### src/common/mhp_cfg.svh
`ifndef MHP_CFG_SVH
`define MHP_CFG_SVH

//////////////////////////////////////////////////
// receive side
//////////////////////////////////////////////////

// empty cycles after the last answered request that close a frame
`define MHP_IDLE_LIMIT 63

// header bytes: src(2) dst(2) size(2) type(1)
`define MHP_HDR_LEN 7

//////////////////////////////////////////////////
// transmit side
//////////////////////////////////////////////////

// send slot when the free-running counter is all ones
`define MHP_SLOT_BITS 6

`define MHP_REPLY_LEN 16

// min cycles between two o_wvalid pulses
`define MHP_BYTE_GAP 4

//////////////////////////////////////////////////
// frame type codes
//////////////////////////////////////////////////
`define MHP_TYPE_PING 8'h01
`define MHP_TYPE_GRANT 8'h04
`define MHP_TYPE_NOREPLY_BIT 4

`endif

### src/common/mhp_pkg.sv
`default_nettype none

package mhp_pkg;

  //////////////////////////////////////////////////
  // frame header
  //////////////////////////////////////////////////

  // field order follows the byte order on the wire
  typedef struct packed {
    logic [15:0] src_addr;
    logic [15:0] dst_addr;
    logic [15:0] size;
    logic [7:0]  d_type;
  } hdr_t;

  //////////////////////////////////////////////////
  // reply command
  //////////////////////////////////////////////////

  // values match the command codes of the protocol
  typedef enum logic [2:0] {
    CMD_NONE      = 3'd0,
    CMD_PING_RESP = 3'd1,
    CMD_ADDR_REQ  = 3'd3,
    CMD_GRANT_ACK = 3'd4
  } cmd_e;

  // request from link tracker to transmitter
  typedef struct packed {
    cmd_e cmd;
    hdr_t hdr;
  } reply_req_t;

  //////////////////////////////////////////////////
  // fsm states
  //////////////////////////////////////////////////
  typedef enum logic [1:0] {
    RX_IDLE,
    RX_TAKE,
    RX_GAP,
    RX_DONE
  } rx_state_e;

  typedef enum logic [1:0] {
    TX_IDLE,
    TX_SLOT,
    TX_BYTE,
    TX_GAP
  } tx_state_e;

endpackage

`default_nettype wire

### src/hdl/link_tracker.sv
`default_nettype none

`include "mhp_cfg.svh"

module link_tracker (
  input  wire                  i_clk,
  input  wire                  i_rst,
  input  mhp_pkg::hdr_t        i_hdr,
  input  wire                  i_frame_stb,
  output mhp_pkg::reply_req_t  o_req,
  output logic                 o_req_stb,
  output logic                 o_done
);

  import mhp_pkg::*;

  logic assigned;
  cmd_e next_cmd;
  logic is_grant;

  assign is_grant = (i_hdr.d_type == `MHP_TYPE_GRANT);

  //////////////////////////////////////////////////
  // reply selection
  //////////////////////////////////////////////////
  always_comb begin
    if (!assigned) begin
      // keep asking for an address until a grant shows up
      next_cmd = is_grant ? CMD_GRANT_ACK : CMD_ADDR_REQ;
    end else if (i_hdr.d_type[`MHP_TYPE_NOREPLY_BIT]) begin
      next_cmd = CMD_NONE;
    end else if (i_hdr.d_type == `MHP_TYPE_PING) begin
      next_cmd = CMD_PING_RESP;
    end else begin
      next_cmd = CMD_NONE;
    end
  end

  //////////////////////////////////////////////////
  // address state and strobe
  //////////////////////////////////////////////////
  always_ff @(posedge i_clk) begin
    if (i_rst) begin
      assigned  <= 1'b0;
      o_req_stb <= 1'b0;
    end else begin
      o_req_stb <= i_frame_stb && (next_cmd != CMD_NONE);
      if (i_frame_stb && !assigned && is_grant) begin
        assigned <= 1'b1;
      end
    end
  end

  // header copy for the transmitter
  always_ff @(posedge i_clk) begin
    if (i_frame_stb) begin
      o_req.cmd <= next_cmd;
      o_req.hdr <= i_hdr;
    end
  end

  assign o_done = assigned;

endmodule

`default_nettype wire

### src/hdl/mhp_top.sv
`default_nettype none

module mhp_top (
  input  wire        i_clk,
  input  wire        i_rst,
  input  wire        i_rready,
  input  wire [7:0]  i_rdata,
  input  wire        i_wready,
  output logic       o_rreq,
  output logic       o_wvalid,
  output logic [7:0] o_wdata,
  output logic       o_done
);

  import mhp_pkg::*;

  hdr_t       hdr;
  logic       frame_stb;
  reply_req_t req;
  logic       req_stb;
  logic       busy;

  //////////////////////////////////////////////////
  // receive, decide, reply
  //////////////////////////////////////////////////
  rx_frame_reader u_rx (
    .i_clk       (i_clk),
    .i_rst       (i_rst),
    .i_rready    (i_rready),
    .i_rdata     (i_rdata),
    .i_busy      (busy),
    .o_rreq      (o_rreq),
    .o_hdr       (hdr),
    .o_frame_stb (frame_stb)
  );

  link_tracker u_link (
    .i_clk       (i_clk),
    .i_rst       (i_rst),
    .i_hdr       (hdr),
    .i_frame_stb (frame_stb),
    .o_req       (req),
    .o_req_stb   (req_stb),
    .o_done      (o_done)
  );

  reply_transmitter u_tx (
    .i_clk     (i_clk),
    .i_rst     (i_rst),
    .i_req     (req),
    .i_req_stb (req_stb),
    .i_wready  (i_wready),
    .o_wvalid  (o_wvalid),
    .o_wdata   (o_wdata),
    .o_busy    (busy)
  );

endmodule

`default_nettype wire

### src/reply_transmitter/reply_transmitter.sv
`default_nettype none

`include "mhp_cfg.svh"

module reply_transmitter (
  input  wire                  i_clk,
  input  wire                  i_rst,
  input  mhp_pkg::reply_req_t  i_req,
  input  wire                  i_req_stb,
  input  wire                  i_wready,
  output logic                 o_wvalid,
  output logic [7:0]           o_wdata,
  output logic                 o_busy
);

  import mhp_pkg::*;

  localparam int unsigned IDX_W = $clog2(`MHP_REPLY_LEN + 1);
  localparam int unsigned GAP_W = $clog2(`MHP_BYTE_GAP);

  tx_state_e                state;
  reply_req_t               req_q;
  logic [`MHP_SLOT_BITS-1:0] slot_cnt;
  logic                     slot_hit;
  logic [IDX_W-1:0]         byte_idx;
  logic [GAP_W-1:0]         gap_cnt;
  logic [15:0]              sum;
  logic [7:0]               cur_byte;
  logic                     addr_req;
  logic                     grant;
  logic                     send;

  //////////////////////////////////////////////////
  // send slot strobe
  //////////////////////////////////////////////////
  always_ff @(posedge i_clk) begin
    if (i_rst) begin
      slot_cnt <= '0;
    end else begin
      slot_cnt <= slot_cnt + 1'b1;
    end
  end

  assign slot_hit = &slot_cnt;

  //////////////////////////////////////////////////
  // reply template
  //////////////////////////////////////////////////
  assign addr_req = (req_q.cmd == CMD_ADDR_REQ);
  assign grant    = (req_q.cmd == CMD_GRANT_ACK);

  always_comb begin
    cur_byte = 8'h00;
    case (byte_idx)
      // broadcast header until an address is known
      IDX_W'(0): cur_byte = addr_req ? 8'hff : req_q.hdr.src_addr[15:8];
      IDX_W'(1): cur_byte = addr_req ? 8'hff : req_q.hdr.src_addr[7:0];
      IDX_W'(2): cur_byte = addr_req ? 8'h00 : req_q.hdr.dst_addr[15:8];
      IDX_W'(3): cur_byte = addr_req ? 8'h00 : req_q.hdr.dst_addr[7:0];
      IDX_W'(5): cur_byte = grant ? 8'h02 : 8'h01;
      IDX_W'(6): begin
        if (grant) begin
          cur_byte = 8'h92;
        end else if (addr_req) begin
          cur_byte = 8'h83;
        end else begin
          cur_byte = 8'h81;
        end
      end
      IDX_W'(7): cur_byte = grant ? 8'h01 : 8'h00;
      IDX_W'(8): cur_byte = grant ? 8'h20 : 8'h00;
      // checksum trailer, high byte first
      IDX_W'(`MHP_REPLY_LEN - 2): cur_byte = sum[15:8];
      IDX_W'(`MHP_REPLY_LEN - 1): cur_byte = sum[7:0];
      default: cur_byte = 8'h00;
    endcase
  end

  // first byte waits for a slot, the rest only for room in the FIFO
  assign send = i_wready &&
                (((state == TX_SLOT) && slot_hit) || (state == TX_BYTE));

  //////////////////////////////////////////////////
  // pacing fsm
  //////////////////////////////////////////////////
  always_ff @(posedge i_clk) begin
    if (i_rst) begin
      state    <= TX_IDLE;
      o_wvalid <= 1'b0;
      byte_idx <= '0;
      gap_cnt  <= '0;
    end else begin
      o_wvalid <= 1'b0;
      case (state)
        TX_IDLE: begin
          byte_idx <= '0;
          if (i_req_stb) begin
            state <= TX_SLOT;
          end
        end
        TX_SLOT, TX_BYTE: begin
          if (send) begin
            o_wvalid <= 1'b1;
            byte_idx <= byte_idx + 1'b1;
            gap_cnt  <= '0;
            state    <= TX_GAP;
          end
        end
        TX_GAP: begin
          if (byte_idx == IDX_W'(`MHP_REPLY_LEN)) begin
            state <= TX_IDLE;
          end else if (gap_cnt == GAP_W'(`MHP_BYTE_GAP - 2)) begin
            state <= TX_BYTE;
          end else begin
            gap_cnt <= gap_cnt + 1'b1;
          end
        end
        default: begin
          state <= TX_IDLE;
        end
      endcase
    end
  end

  //////////////////////////////////////////////////
  // request latch, data and checksum
  //////////////////////////////////////////////////
  always_ff @(posedge i_clk) begin
    if ((state == TX_IDLE) && i_req_stb) begin
      req_q <= i_req;
      sum   <= 16'h0000;
    end else if (send && (byte_idx < IDX_W'(`MHP_REPLY_LEN - 2))) begin
      sum <= sum + {8'h00, cur_byte};
    end
    if (send) begin
      o_wdata <= cur_byte;
    end
  end

  // strobe included so the reader is held off from the first cycle
  assign o_busy = (state != TX_IDLE) || i_req_stb;

endmodule

`default_nettype wire

### src/rx_frame_reader/rx_frame_reader.sv
`default_nettype none

`include "mhp_cfg.svh"

module rx_frame_reader (
  input  wire            i_clk,
  input  wire            i_rst,
  input  wire            i_rready,
  input  wire [7:0]      i_rdata,
  input  wire            i_busy,
  output logic           o_rreq,
  output mhp_pkg::hdr_t  o_hdr,
  output logic           o_frame_stb
);

  import mhp_pkg::*;

  localparam int unsigned CNT_W  = $clog2(`MHP_HDR_LEN + 1);
  localparam int unsigned IDLE_W = $clog2(`MHP_IDLE_LIMIT + 1);

  rx_state_e         state;
  logic [CNT_W-1:0]  byte_cnt;
  logic [IDLE_W-1:0] idle_cnt;
  logic              can_req;
  logic              take;

  // no new request while a reply is still on its way out
  assign can_req = i_rready && !i_busy;

  // second cycle of RX_TAKE, i_rdata valid
  assign take = (state == RX_TAKE) && !o_rreq;

  //////////////////////////////////////////////////
  // request and end-of-frame control
  //////////////////////////////////////////////////
  always_ff @(posedge i_clk) begin
    if (i_rst) begin
      state       <= RX_IDLE;
      o_rreq      <= 1'b0;
      o_frame_stb <= 1'b0;
      byte_cnt    <= '0;
      idle_cnt    <= '0;
    end else begin
      o_frame_stb <= 1'b0;
      case (state)
        RX_IDLE: begin
          byte_cnt <= '0;
          if (can_req) begin
            o_rreq   <= 1'b1;
            idle_cnt <= '0;
            state    <= RX_TAKE;
          end
        end
        RX_TAKE: begin
          // first cycle is the request, second one carries the data
          idle_cnt <= idle_cnt + 1'b1;
          if (o_rreq) begin
            o_rreq <= 1'b0;
          end else begin
            // saturate, extra payload bytes are dropped
            if (byte_cnt != CNT_W'(`MHP_HDR_LEN)) begin
              byte_cnt <= byte_cnt + 1'b1;
            end
            state <= RX_GAP;
          end
        end
        RX_GAP: begin
          if (can_req) begin
            o_rreq   <= 1'b1;
            idle_cnt <= '0;
            state    <= RX_TAKE;
          end else if (idle_cnt == IDLE_W'(`MHP_IDLE_LIMIT - 1)) begin
            // short frames end here without a strobe
            o_frame_stb <= (byte_cnt == CNT_W'(`MHP_HDR_LEN));
            state       <= RX_DONE;
          end else begin
            idle_cnt <= idle_cnt + 1'b1;
          end
        end
        RX_DONE: begin
          state <= RX_IDLE;
        end
        default: begin
          state <= RX_IDLE;
        end
      endcase
    end
  end

  //////////////////////////////////////////////////
  // header capture
  //////////////////////////////////////////////////

  // big endian fields, src first
  always_ff @(posedge i_clk) begin
    if (take) begin
      case (byte_cnt)
        CNT_W'(0): o_hdr.src_addr[15:8] <= i_rdata;
        CNT_W'(1): o_hdr.src_addr[7:0]  <= i_rdata;
        CNT_W'(2): o_hdr.dst_addr[15:8] <= i_rdata;
        CNT_W'(3): o_hdr.dst_addr[7:0]  <= i_rdata;
        CNT_W'(4): o_hdr.size[15:8]     <= i_rdata;
        CNT_W'(5): o_hdr.size[7:0]      <= i_rdata;
        CNT_W'(6): o_hdr.d_type         <= i_rdata;
        default: ;
      endcase
    end
  end

endmodule

`default_nettype wire

### config.mk
export PLATFORM = sky130hd
export DESIGN_NAME = mhp_top
export DESIGN_NICKNAME = d
export VERILOG_FILES = /design/src/common/mhp_pkg.sv /design/src/hdl/link_tracker.sv /design/src/hdl/mhp_top.sv /design/src/reply_transmitter/reply_transmitter.sv /design/src/rx_frame_reader/rx_frame_reader.sv
export VERILOG_INCLUDE_DIRS = /design/src /design/src/common
export SDC_FILE = /design/constraint.sdc
export NUM_CORES = 1
export LEC_CHECK = 0
export ABC_CLOCK_PERIOD_IN_PS = 3270
export BUFFER_PORTS_ARGS = -buffer_cell sky130_fd_sc_hd__buf_4
export CORE_ASPECT_RATIO = 1.25
export CORE_MARGIN = 1.5
export CORE_UTILIZATION = 35
export DETAILED_ROUTE_END_ITERATION = 10
export PLACE_DENSITY = 0.58
export SLEW_MARGIN = 20
export SYNTH_ARGS = -nofsm -noshare
export SYNTH_HDL_FRONTEND = slang
export SYNTH_SLANG_ARGS = --single-unit
### constraint.sdc
create_clock -name i_clk -period 3.27 [get_ports i_clk]
set_input_delay 0.654 -clock i_clk [delete_from_list [all_inputs] [get_ports i_clk]]
set_output_delay 0.654 -clock i_clk [all_outputs]
set_load 0.02 [all_outputs]
* Yosys cells after proc, flatten, opt, wreduce, memory -nomap -nowiden *
Cells that the tools add are included.

operators by class
  bitwise gates (word level) = 3
  equality and inequality tests = 39
  reductions and logical operators = 42
  add/sub/neg operators = 6
  mux-type cells = 40
  magnitude comparators = 1

operator list
  cell                                           count
  one-hot mux 8 bit (10 select lines)            1
  2-to-1 mux 8 bit                               5
  2-to-1 mux 2 bit                               13
  2-to-1 mux 6 bit                               4
  one-hot mux 6 bit (3 select lines)             1
  adder 16 x 8 -> 16 bit                         1
  == test 5 x 3 -> 1 bit, second input constant  3
  == test 5 x 4 -> 1 bit, second input constant  3
  2-to-1 mux 3 bit                               5
  AND reduction 2 bit                            7
  adder 6 x 1 -> 6 bit, second input constant    2
  AND reduction 3 bit                            4
  == test 2 bit, second input constant           5
  == test 5 x 2 -> 1 bit, second input constant  2
  inequality test 2 bit, second input constant   5
  one-hot mux 5 bit (2 select lines)             1
  nonzero test 2 bit                             5
  == test 3 x 2 -> 1 bit, second input constant  3
  == test 3 bit, second input constant           3
  logical AND 1 bit                              9
  == test 8 x 1 -> 1 bit, second input constant  1
  == test 8 x 3 -> 1 bit, second input constant  1
  one-hot mux 2 bit (4 select lines)             1
  == test 6 bit, second input constant           1
  other kinds (29)                               45

storage, ports and cells
  register bits = 165
  input bits = 12
  word-level logic and storage cells = 156

* Longest topological paths before layout *
Gate-level depths: netlist of the first run.

  depth after elaboration = 6
  gate-level depth with buffers = 14

* By module *
Synthesis of the first run repeated with hierarchy kept, for this count alone.

unflattened totals
  cell total of the unflattened synthesis = 587
  area total of the unflattened synthesis = 8201.6 um^2

by module, submodules not included
  module             cells an instance  instances  sequential area each (um^2)  area an instance (um^2)
  reply_transmitter  346                1          1931.9                       3702.3
  rx_frame_reader    166                1          1941.9                       2583.7
  link_tracker       75                 1          1811.7                       1915.6

* Least setup slack after synthesis of the first run *
Ideal clock, no wire load.

  path kind = reg2reg
  start = register u_tx.byte_idx[1]
  end = register u_tx.sum[8]
  setup slack = 0.004 ns
  stages on the path, launching flop included = 15
  setup time = 0.181 ns
  arrival time = 3.085 ns
  path buffers = 2
  required time = 3.089 ns
  path through = dfxtp_1 > ha_1 > clkbuf_1 > and3_1 > ha_1 > clkbuf_1 > a22oi_1 > nand4_1 > ha_1 > fa_1 > a21o_1 > a221oi_2 > a211oi_2 > xnor2_1 > nor2_1

between the ends
  longest elaborated chain between the ends = 3
  elaborated cells between the ends (all ways) = 14
  those cells by class = 1 x add/sub; 1 x order compare; 9 x eq/ne; 1 x mux; 2 x reduce/logical

ends and longest elaborated chain
  element                                         line                      RTL
  start: declaration                              reply_transmitter.sv:25   logic [IDX_W-1:0] byte_idx;
  start signal: assignment                        reply_transmitter.sv:104  byte_idx <= byte_idx + 1'b1;
  == test 5 x 4 -> 1 bit (tied with other cells)  reply_transmitter.sv:54   case (byte_idx)
  one-hot mux 8 bit (10 select lines) *           reply_transmitter.sv:54
  net u_tx.cur_byte[0]                            reply_transmitter.sv:28   logic [7:0] cur_byte;
  adder 16 x 8 -> 16 bit *                        reply_transmitter.sv:133  sum <= sum + {8'h00, cur_byte};
  end signal: assignment                          reply_transmitter.sv:133
  end: declaration                                reply_transmitter.sv:27   logic [15:0] sum;

The timed path passes the listed nets; every way through them passes the cells marked *.
A chain may end at the register's enable or synchronous reset.

* Worst setup path in the final report of the first run *
  start = register u_tx.byte_idx[1]
  end = register u_tx.sum[12]

The elaborated chain is that of the path after synthesis.

==> results of run 1 <==
==> cells by family (layout without fill, tap and decap cells) <==
group	count (synthesis)	in the layout
fa+ha+maj	34	34
compound gates	128	128
flops	165	165
mux	1	1
simple gates	159	159
xor+xnor	12	12
buf+inv	35	89
==> placed cells by master, fill, tap and decap left out, drive strengths merged, types with 5 or more instances in the layout <==
cell type / n
edfxtp: 118
nand2: 48
dfxtp: 47
nor2: 40
buf: 37
a21oi: 36
ha: 33
inv: 25
o21ai: 18
clkbuf: 17
nand3: 15
and3: 9
xnor2: 8
a31oi: 8
a32oi: 7
o211ai: 7
nor3: 7
a221o: 6
nand4: 6
a211oi: 6
nor2b: 5
and2: 5
nand2b: 5
bufinv: 5
clkinv: 5
==> where the power goes <==
group          internal, mW  switching, mW  leakage, nW  total (mW)
Clock                  1.41          0.902        0.343        2.31
Sequential             2.30         0.0420         1.44        2.34
Combinational         0.118          0.194         1.09       0.312
Total                  3.83           1.14         2.87        4.96
==> path summary, 6_finish.rpt <==
kind / start / to / cells after the start
worst max-delay path: u_tx.byte_idx[1]$_SDFFE_PP0P_ / u_tx.sum[12]$_SDFFE_PP0P_ / 12
worst min-delay path: u_link.o_req[58]$_DFFE_PP_ / u_tx.req_q[58]$_DFFE_PP_ / 0
worst max register to register: u_tx.byte_idx[1]$_SDFFE_PP0P_ / u_tx.sum[12]$_SDFFE_PP0P_ / 12
worst min register to register: u_link.o_req[58]$_DFFE_PP_ / u_tx.req_q[58]$_DFFE_PP_ / 0
==> what timing repair did <==
item	in CTS	in global routing
hold buffers	0	0
pin swaps	0	4
resized for setup	1	16
endpoints found under the hold margin	0	0
setup endpoints to repair	6	11
setup buffers	0	2
==> cell type report <==
cell class	instances	area, um2	share of cell area
flip-flops and latches	165	4490	0.545
well taps	265	332	0.0403
clock inverters	15	280	0.0341
inverters	20	87.6	0.0106
clock buffers	17	425	0.0517
repair buffers	37	278	0.0338
multi-input cells	334	2340	0.284
==> stage by stage <==
stage          hold slack [ps]   util
3_3_place_gp               402  0.384
3_5_place_dp               406  0.384
5_1_grt                    416  0.426
4_1_cts                    417  0.421
6_report                   414  0.426
2_1_floorplan              400      -
==> routing by layer <==
| metal | share of wire | vias up |
|---|---|---|
| li1 | - | 2113 |
| met1 | 0.41 | 2101 |
| met2 | 0.54 | 74 |
| met3 | 0.031 | 13 |
| met4 | 0.011 | 0 |
| met5 | 0 | - |
==> registers in the layout, indices dropped and copies added (netlist names) <==
signal            flops
u_rx.o_hdr           40
u_link.o_req         35
u_tx.req_q           35
u_tx.sum             16
u_tx.o_wdata          8
u_rx.idle_cnt         6
u_tx.slot_cnt         6
u_tx.byte_idx         5
u_rx.byte_cnt         3
u_rx.state            2
u_tx.gap_cnt          2
u_tx.state            2
u_link.o_done         1
u_link.o_req_stb      1
u_rx.o_frame_stb      1
u_rx.o_rreq           1
u_tx.o_wvalid         1
==> flow_summary.json, run 1 <==
{
  "run_status": "complete, no violations",
  "grt_pass1_vias": 4331,
  "die_h_um": 160,
  "crit_chain": "ha_1 > buf_4 > a221o_1 > nor2b_1 > o221ai_1 > nand3_1 > ha_1 > o21a_1 > o21ai_1 > a211oi_4 > a21oi_1 > a31o_2",
  "finalNonFillerCells": 853,
  "place_congestion": 0.901,
  "finalHoldViolCount": 0,
  "vdd_drop_max_mv": 0.363,
  "arrival_ps": 3430,
  "synth_seq_cells": 165,
  "fin_crit_sh": 0.953,
  "async_flop_share": 0,
  "ys_seq_area_frac": 0.651,
  "yosysMostFrequentCell": "edfxtp_1",
  "place_ws_ps": -23.9,
  "r2r_slack_ps": 150,
  "clk_latency_ps": 430,
  "grt_util_all_layers": 0.133,
  "synth-compound-area-share": 0.133,
  "gr-usage-met2": 0.239,
  "grt_overflow_total": 0,
  "viasPerCell": 5.04,
  "muxShareOfSynthArea": 0.00145,
  "dp_cells": 819,
  "postRouteAntennaNets": 0,
  "min_path_type": "flop to flop",
  "nFillCells": 1745,
  "h-tree-depth": 4,
  "grt-busiest-layer": "met2",
  "cp_slowest_cell": "ha_1",
  "final-max-slew-violation-count": 0,
  "hpwlAfterDp_um": 9360,
  "worst_pin_slew_ps": 666,
  "antenna_cells": 0,
  "slew_headroom": 0.551,
  "grtUsageMet3": 0.0335,
  "drc": 0,
  "vias": 4301,
  "port_buffers": 22,
  "grt_pass1_wl_um": 21100,
  "synth_top_area_share": 0.515,
  "clk_pin_slew_worst_paths_ps": 70,
  "synth_area_leaders": "edfxtp_1 (51%), dfxtp_1 (14%), ha_1 (6.0%)",
  "synth-simple-area-share": 0.115,
  "placementRows": 57,
  "syn2layout_area_growth_pct": 19.5,
  "critPathMaxFanout": 11,
  "io_pins": 23,
  "rsz0062_at_grt": "false",
  "synth_edf_count": 118,
  "core_area_um2": 19300,
  "synth-xor-area-share": 0.0153,
  "cts_buffers": 17,
  "routedWlPerCell_um": 15.0,
  "synth_ff_type": "edfxtp_1",
  "worst-path-buf-inv": 1,
  "cp-end-kind": "flop",
  "synthTopCellsByCount": "edfxtp_1 (118), dfxtp_1 (47), nand2_1 (47)",
  "cap_violations": 0,
  "syn_area_um2": 6890,
  "p_leak_nw": 2.87,
  "clock_sinks": 165,
  "ys_warn_count": 0,
  "setup_viol": 0,
  "ctsRootBufferMaster": "clkbuf_16",
  "post_dp_cell_area_um2": 7420,
  "ys_types": 65,
  "routed_wl_um": 12800,
  "dieArea_um2": 20500,
  "synth_top_family_by_area": "compound AO/OA/AOI/OAI gates",
  "finalNetCount": 621,
  "synthesis.nets": 580,
  "synth-adder-area-share": 0.0629,
  "cp-start-kind": "flop",
  "drt_iter0_drc": 218,
  "synth_area_per_cell_um2": 12.9,
  "cp_common_cell": "ha_1",
  "syn_inst": 534,
  "cts_tree": "yes",
  "clock_path_buffers": 2,
  "crit_family": "compound AO/OA/AOI/OAI gates",
  "firstDrtPassIters": 4,
  "slowest_delay_ps": 410,
  "met1_usage": 0.144,
  "final_layout_size_suffix_gt1_frac": 0.168,
  "initial_core_util": 0.356,
  "fp.dieW_um": 128,
  "timing.final.ws_setup_ps": 153,
  "grt_antenna_before_repair": 0,
  "p_per_area_nw_per_um2": 603,
  "stdcell_area_um2": 8230,
  "final.setup.tns_ps": 0,
  "yosys.area.top_type": "edfxtp_1",
  "fmax_mhz": 321,
  "power_mw": 4.96,
  "critPathKind": "flop to flop",
  "timing.critical_path.required_ps": 3590,
  "min_period_ps": 3120,
  "skew_ps": 8.05,
  "grt_max_degree": 38
}
Note: power is estimated with default switching activity, not from simulation.
==> run 2, diff against run 1 <==
--- a/config.mk
+++ b/config.mk
@@ -6,6 +6,7 @@
 export SDC_FILE = /design/constraint.sdc
 export NUM_CORES = 1
 export LEC_CHECK = 0
+export ABC_AREA = 1
 export ABC_CLOCK_PERIOD_IN_PS = 3270
 export BUFFER_PORTS_ARGS = -buffer_cell sky130_fd_sc_hd__buf_4
 export CORE_ASPECT_RATIO = 1.25
==> run 2 against run 1 <==
Sequential power increased by 2%. Count of clock-buffer cells in the layout unchanged. Flip-flop and latch count unchanged. Routed wire length increased by 0.97%. Via count increased by 4.3%. Cell count increased by 17%. Power decreased by 1.1%. Largest cell class unchanged. Highest routed layer unchanged.
==> flow_summary.json, run 2 <==
{
  "skew_ps": 8.46,
  "port_buffers": 22,
  "crit_chain": "ha_1 > nand2_1 > nor2_1 > ha_1 > a221oi_1 > nand3_1 > ha_1 > fa_2 > nand3_1 > nand2_1 > a21oi_2 > nor2_2 > o21ai_0 > nor2_1",
  "finalNonFillerCells": 995,
  "slowest_delay_ps": 390,
  "die_h_um": 162,
  "final-max-slew-violation-count": 0,
  "routed_wl_um": 13000,
  "place_congestion": 0.850,
  "final_layout_size_suffix_gt1_frac": 0.135,
  "synth_ff_type": "edfxtp_1",
  "dp_cells": 961,
  "clock_sinks": 165,
  "antenna_cells": 0,
  "grt_overflow_total": 0,
  "hold_path.startpoint": "u_link.o_req[24]$_DFFE_PP_",
  "syn2layout_area_growth_pct": 16.3,
  "grt_util_all_layers": 0.133,
  "min_period_ps": 2980,
  "placementRows": 58,
  "yosysMostFrequentCell": "nand2_1",
  "core_area_um2": 20000,
  "async_flop_share": 0,
  "cts_tree": "yes",
  "fin_crit_sh": 0.910,
  "critPathKind": "flop to flop",
  "arrival_ps": 3300,
  "drt_iter0_drc": 159,
  "worst_pin_slew_ps": 883,
  "p_per_area_nw_per_um2": 592,
  "final_util": 0.414,
  "fmax_mhz": 336,
  "synth_top_area_share": 0.498,
  "cp_slowest_cell": "fa_2",
  "postRouteAntennaNets": 0,
  "max_flop_register": "u_rx.o_hdr",
  "initial_core_util": 0.356,
  "vias": 4488,
  "grt_pass1_vias": 4361,
  "vdd_drop_max_mv": 0.350,
  "timing.critical_path.required_ps": 3600,
  "rr_endpoint": "u_tx.sum[8]$_SDFFE_PP0P_",
  "cp-end-kind": "flop",
  "ys_warn_count": 0,
  "r2r_cells": 14,
  "cp_common_cell": "ha_1",
  "ctsRootBufferMaster": "clkbuf_16",
  "critPathMaxFanout": 6,
  "cap_violations": 0,
  "clk_pin_slew_worst_paths_ps": 70,
  "final_common_cell": "nand2_1",
  "synthTopCellsByCount": "nand2_1 (122), edfxtp_1 (118), inv_1 (81)",
  "yosys.area.top_type": "edfxtp_1",
  "viasPerCell": 4.51,
  "rsz0062_at_grt": "false",
  "min_path_type": "flop to flop",
  "synth_seq_cells": 165,
  "nFillCells": 1971,
  "grt_pass1_wl_um": 21300,
  "cp-start-kind": "flop",
  "largest_reg_flops": 40,
  "clk_latency_ps": 440,
  "synth_area_per_cell_um2": 10.6,
  "slew_headroom": 0.409,
  "io_pins": 23,
  "dieArea_um2": 21200,
  "clock_path_buffers": 2,
  "synthesis.nets": 716,
  "firstDrtPassIters": 4,
  "final_cell_mix": "nand2_1 (122), edfxtp_1 (118), inv_1 (81), nor2_1 (61), dfxtp_1 (47)",
  "holdPathStages": 0,
  "p_leak_nw": 3.14,
  "ys_seq_area_frac": 0.630,
  "synth_edf_count": 118,
  "grt_antenna_before_repair": 0,
  "top_regs": "u_rx.o_hdr: 40 flops, u_link.o_req: 35 flops, u_tx.req_q: 35 flops",
  "grt_max_degree": 39,
  "worstReg2RegStart": "u_tx.byte_idx[0]$_SDFFE_PP0P_",
  "ys_types": 44,
  "final.setup.tns_ps": 0,
  "hold_ws_ps": 418,
  "synth_area_leaders": "edfxtp_1 (50%), dfxtp_1 (13%), nand2_1 (6.4%)",
  "routedWlPerCell_um": 13.0,
  "run_status": "complete, no violations",
  "finalHoldViolCount": 0,
  "r2r_slack_ps": 290,
  "whs_endpoint": "u_tx.req_q[24]$_DFFE_PP_",
  "hpwlAfterDp_um": 9560,
  "cts_buffers": 17,
  "syn_area_um2": 7120,
  "fp.dieW_um": 131,
  "drc": 0,
  "setup_viol": 0,
  "syn_inst": 670,
  "h-tree-depth": 4,
  "finalNetCount": 758,
  "hold_buffers": 0
}
==> run 2: cell types whose count changed after synthesis, moves of 9 or more <==
cell	delta
inv_1	+63
inv_2	+9
nand3_1	+25
o21ai_0	+19
nand2_1	+75
nor2_1	+21
clkbuf_1	-9
==> run 2: what timing repair did <==
action | CTS | global route
endpoints found under the hold margin | 0 | 0
setup buffers | 0 | 2
gates resized for setup | 0 | 3
endpoints found under the setup margin | 0 | 3
==> run 2: layout make-up <==
type / instances / area, um2 / area share
repair buffers: 31 / 233 / 0.0281
clock inverters: 15 / 203 / 0.0245
flip-flops and latches: 165 / 4480 / 0.541
well taps: 270 / 338 / 0.0408
multi-input cells: 406 / 2260 / 0.273
inverters: 91 / 344 / 0.0415
clock buffers: 17 / 425 / 0.0513
==> run 2: where the power goes <==
group          total (mW)  switching (mW)  internal, mW  leakage, nW
Combinational       0.440           0.291         0.149         1.39
Clock                2.09           0.912          1.18        0.306
Sequential           2.38          0.0548          2.33         1.45
Total                4.91            1.26          3.65         3.14
==> run 2: cells by family (layout without fill, tap and decap cells) <==
family                   count (synthesis)  after routing  share of synthesized area
AO/OA/AOI/OAI                           94             94                     0.0733
buffers and inverters                   99            154                     0.0548
XOR/XNOR                                 6              6                    0.00738
flip-flops                             165            165                      0.630
AND/OR/NAND/NOR                        272            272                      0.174
adder cells (fa/ha/maj)                 34             34                     0.0608
==> run 2: worst max path at each step <==
stage                                   from                        to  slack [ps]  cells past startpoint
6_report       u_tx.byte_idx[0]$_SDFFE_PP0P_  u_tx.sum[8]$_SDFFE_PP0P_         290                     14
5_1_grt        u_tx.byte_idx[0]$_SDFFE_PP0P_  u_tx.sum[8]$_SDFFE_PP0P_           3                     14
4_1_cts        u_tx.byte_idx[0]$_SDFFE_PP0P_  u_tx.sum[8]$_SDFFE_PP0P_         150                     14
3_5_place_dp   u_tx.byte_idx[0]$_SDFFE_PP0P_  u_tx.sum[8]$_SDFFE_PP0P_         170                     14
3_3_place_gp   u_tx.byte_idx[0]$_SDFFE_PP0P_  u_tx.sum[8]$_SDFFE_PP0P_         230                     14
2_1_floorplan  u_tx.byte_idx[0]$_SDFFE_PP0P_  u_tx.sum[8]$_SDFFE_PP0P_         570                     14
==> run 2: routing by layer <==
layer  routed length, um  up-vias  track usage
li1                    -     2366            -
met1                5420     2017        0.145
met2                6610       67        0.230
met3                 377       38       0.0322
met4                 557        0       0.0824
met5                   0        -            0
==> run 2: critical path: cells and delay by family (launching register included) <==
family | cells | cell delay [ps]
AOI/OAI and AO/OA | 3 | 680
adders and majority gates | 4 | 1160
DFF | 1 | 360
and+or+nand+nor | 7 | 660
==> run 2: stage by stage <==
stage	power [mW]	cell area [um2]	worst slack [ps]
6_report	4.91	8290	293
5_1_grt	5.12	8290	3.07
4_1_cts	4.97	8260	152
3_5_place_dp	2.87	7630	165
3_3_place_gp	2.87	7630	227
2_1_floorplan	2.74	7120	566
==> run 3, diff against run 2 <==
--- a/config.mk
+++ b/config.mk
@@ -13,7 +13,8 @@
 export CORE_MARGIN = 1.5
 export CORE_UTILIZATION = 35
 export DETAILED_ROUTE_END_ITERATION = 10
-export PLACE_DENSITY = 0.58
+export PLACE_DENSITY = 0.55
+export RECOVER_POWER = 50
 export SLEW_MARGIN = 20
 export SYNTH_ARGS = -nofsm -noshare
 export SYNTH_HDL_FRONTEND = slang
==> run 3 against run 2 <==
The flow now finishes with violations (max-capacitance violations, max-slew violations). Critical path type unchanged. Count of clock-buffer cells in the layout is the same. Register-to-register slack is essentially flat. Largest power group unchanged. Non-clock buffer count shrank 3. Routed wire length grew 3.7%. Combinational power shrank 1%. Critical path depth grew 3.
==> flow_summary.json, run 3 (same netlist as run 2, synthesis figures left out) <==
{
  "finalNetCount": 755,
  "run_status": "complete, but fails checks",
  "top_regs": "u_rx.o_hdr: 40 flops, u_link.o_req: 35 flops, u_tx.req_q: 35 flops",
  "final_common_cell": "nand2_1",
  "fmax_mhz": 336,
  "antenna_cells": 0,
  "dieArea_um2": 21200,
  "cts_setup_buffers": 0,
  "cts_tree": "yes",
  "nFillCells": 1955,
  "clk_latency_ps": 430,
  "fin_crit_sh": 0.911,
  "routedWlPerCell_um": 13.5,
  "worstReg2RegStart": "u_tx.byte_idx[0]$_SDFFE_PP0P_",
  "r2r_cells": 17,
  "arrival_ps": 3350,
  "failed_checks": "max-capacitance violations, max-slew violations",
  "io_pins": 23,
  "clock_path_buffers": 2,
  "ctsRootBufferMaster": "clkbuf_16",
  "post_dp_cell_area_um2": 7620,
  "vdd_drop_max_mv": 0.337,
  "cap_violations": 1,
  "drt_iter0_drc": 291,
  "grt_pass1_vias": 4650,
  "hpwlAfterDp_um": 10000,
  "final.setup.tns_ps": 0,
  "power_mw": 4.79,
  "largest_reg_flops": 40,
  "vias": 4638,
  "firstDrtPassIters": 6,
  "final_cell_mix": "nand2_1 (122), edfxtp_1 (118), inv_1 (81), nor2_1 (61), dfxtp_1 (47)",
  "rsz0062_at_grt": "false",
  "hold_buffers": 0,
  "hold_path.startpoint": "u_link.o_req[48]$_DFFE_PP_",
  "viasPerCell": 4.68,
  "fp.dieW_um": 131,
  "timing.critical_path.required_ps": 3640,
  "finalHoldViolCount": 0,
  "grt_pass1_wl_um": 22100,
  "cp-start-kind": "flop",
  "min_path_type": "flop to flop",
  "p_leak_nw": 3.07,
  "die_h_um": 162,
  "whs_endpoint": "u_tx.req_q[48]$_DFFE_PP_",
  "initial_core_util": 0.356,
  "port_buffers": 22,
  "final-max-slew-violation-count": 38,
  "grt_util_all_layers": 0.136,
  "min_period_ps": 2980,
  "h-tree-depth": 4,
  "rr_endpoint": "u_tx.sum[13]$_SDFFE_PP0P_",
  "holdPathStages": 0,
  "stdcell_area_um2": 8200,
  "clock_sinks": 165,
  "core_area_um2": 20000,
  "cts_buffers": 17,
  "slew_headroom": -0.200,
  "r2r_slack_ps": 290,
  "skew_ps": 8.50,
  "critPathMaxFanout": 9,
  "worst_pin_slew_ps": 1800,
  "setup_viol": 0,
  "drc": 0,
  "max_flop_register": "u_rx.o_hdr",
  "p_per_area_nw_per_um2": 584,
  "cp-end-kind": "flop",
  "grt_overflow_total": 0,
  "routed_wl_um": 13400,
  "postRouteAntennaNets": 0,
  "grt_max_degree": 38,
  "clk_pin_slew_worst_paths_ps": 70,
  "final_layout_size_suffix_gt1_frac": 0.119,
  "place_congestion": 0.918,
  "critPathKind": "flop to flop",
  "grt_antenna_before_repair": 0,
  "syn2layout_area_growth_pct": 15.1,
  "placementRows": 58
}
run 3: layer usage:
layer / track usage / share of wire / vias to the layer above
li1: - / - / 2352
met1: 0.145 / 0.41 / 2167
met2: 0.242 / 0.53 / 91
met3: 0.0394 / 0.037 / 28
met4: 0.0674 / 0.027 / 0
met5: 0 / 0 / -
run 3: critical path: stages, from the launching register on:
cell and delay, ps:
dfxtp_1 430, inv_1 110, ha_1 240, nand2_1 130
inv_2 120, nand3_2 130, o21ai_1 80, nor3_1 170
o211ai_1 210, ha_1 430, nand2_1 120, nor2_1 190
nand3_1 110, nand3_1 160, nand3_1 110, nand2_1 80
inv_1 40, nor2_1 80
run 3: worst max-delay path by stage:
stage,depth (start not counted),startpoint,slack (ps),endpoint
global placement,14,u_tx.byte_idx[0]$_SDFFE_PP0P_,170,u_tx.sum[8]$_SDFFE_PP0P_
finish,17,u_tx.byte_idx[0]$_SDFFE_PP0P_,290,u_tx.sum[13]$_SDFFE_PP0P_
detailed placement,14,u_tx.byte_idx[0]$_SDFFE_PP0P_,80,u_tx.sum[8]$_SDFFE_PP0P_
CTS,14,u_tx.byte_idx[0]$_SDFFE_PP0P_,70,u_tx.sum[8]$_SDFFE_PP0P_
global route,15,u_tx.byte_idx[0]$_SDFFE_PP0P_,40,u_tx.sum[11]$_SDFFE_PP0P_
floorplan,14,u_tx.byte_idx[0]$_SDFFE_PP0P_,570,u_tx.sum[8]$_SDFFE_PP0P_
run 3: timing repair:
| action | in CTS | in global routing |
|---|---|---|
| gates resized for setup | 0 | 5 |
| endpoints found under the setup margin | 0 | 6 |
| endpoints found under the hold margin | 0 | 0 |
run 3: area by class of cell:
class | instances | area, um2 | area share
inverters | 91 | 344 | 0.0420
multi-input cells | 406 | 2260 | 0.276
flip-flops and latches | 165 | 4480 | 0.547
well taps | 270 | 338 | 0.0412
repair buffers | 28 | 173 | 0.0211
clock inverters | 15 | 175 | 0.0214
clock buffers | 17 | 425 | 0.0519
run 3: per-stage QoR:
step                hold WS, ps  setup slack, ps  instances   util
CTS                         417             68.8        992  0.411
global route                426             36.8        992  0.409
floorplan                   400              566        670      -
finish                      419              290        992  0.409
global placement            401              166        960  0.381
detailed placement          405             79.6        960  0.381
run 3: report_power, final:
group	switching, mW	internal, mW	total, mW	leakage (nW)
logic	0.291	0.144	0.435	1.34
registers	0.0563	2.33	2.38	1.45
clock network	0.938	1.04	1.98	0.291
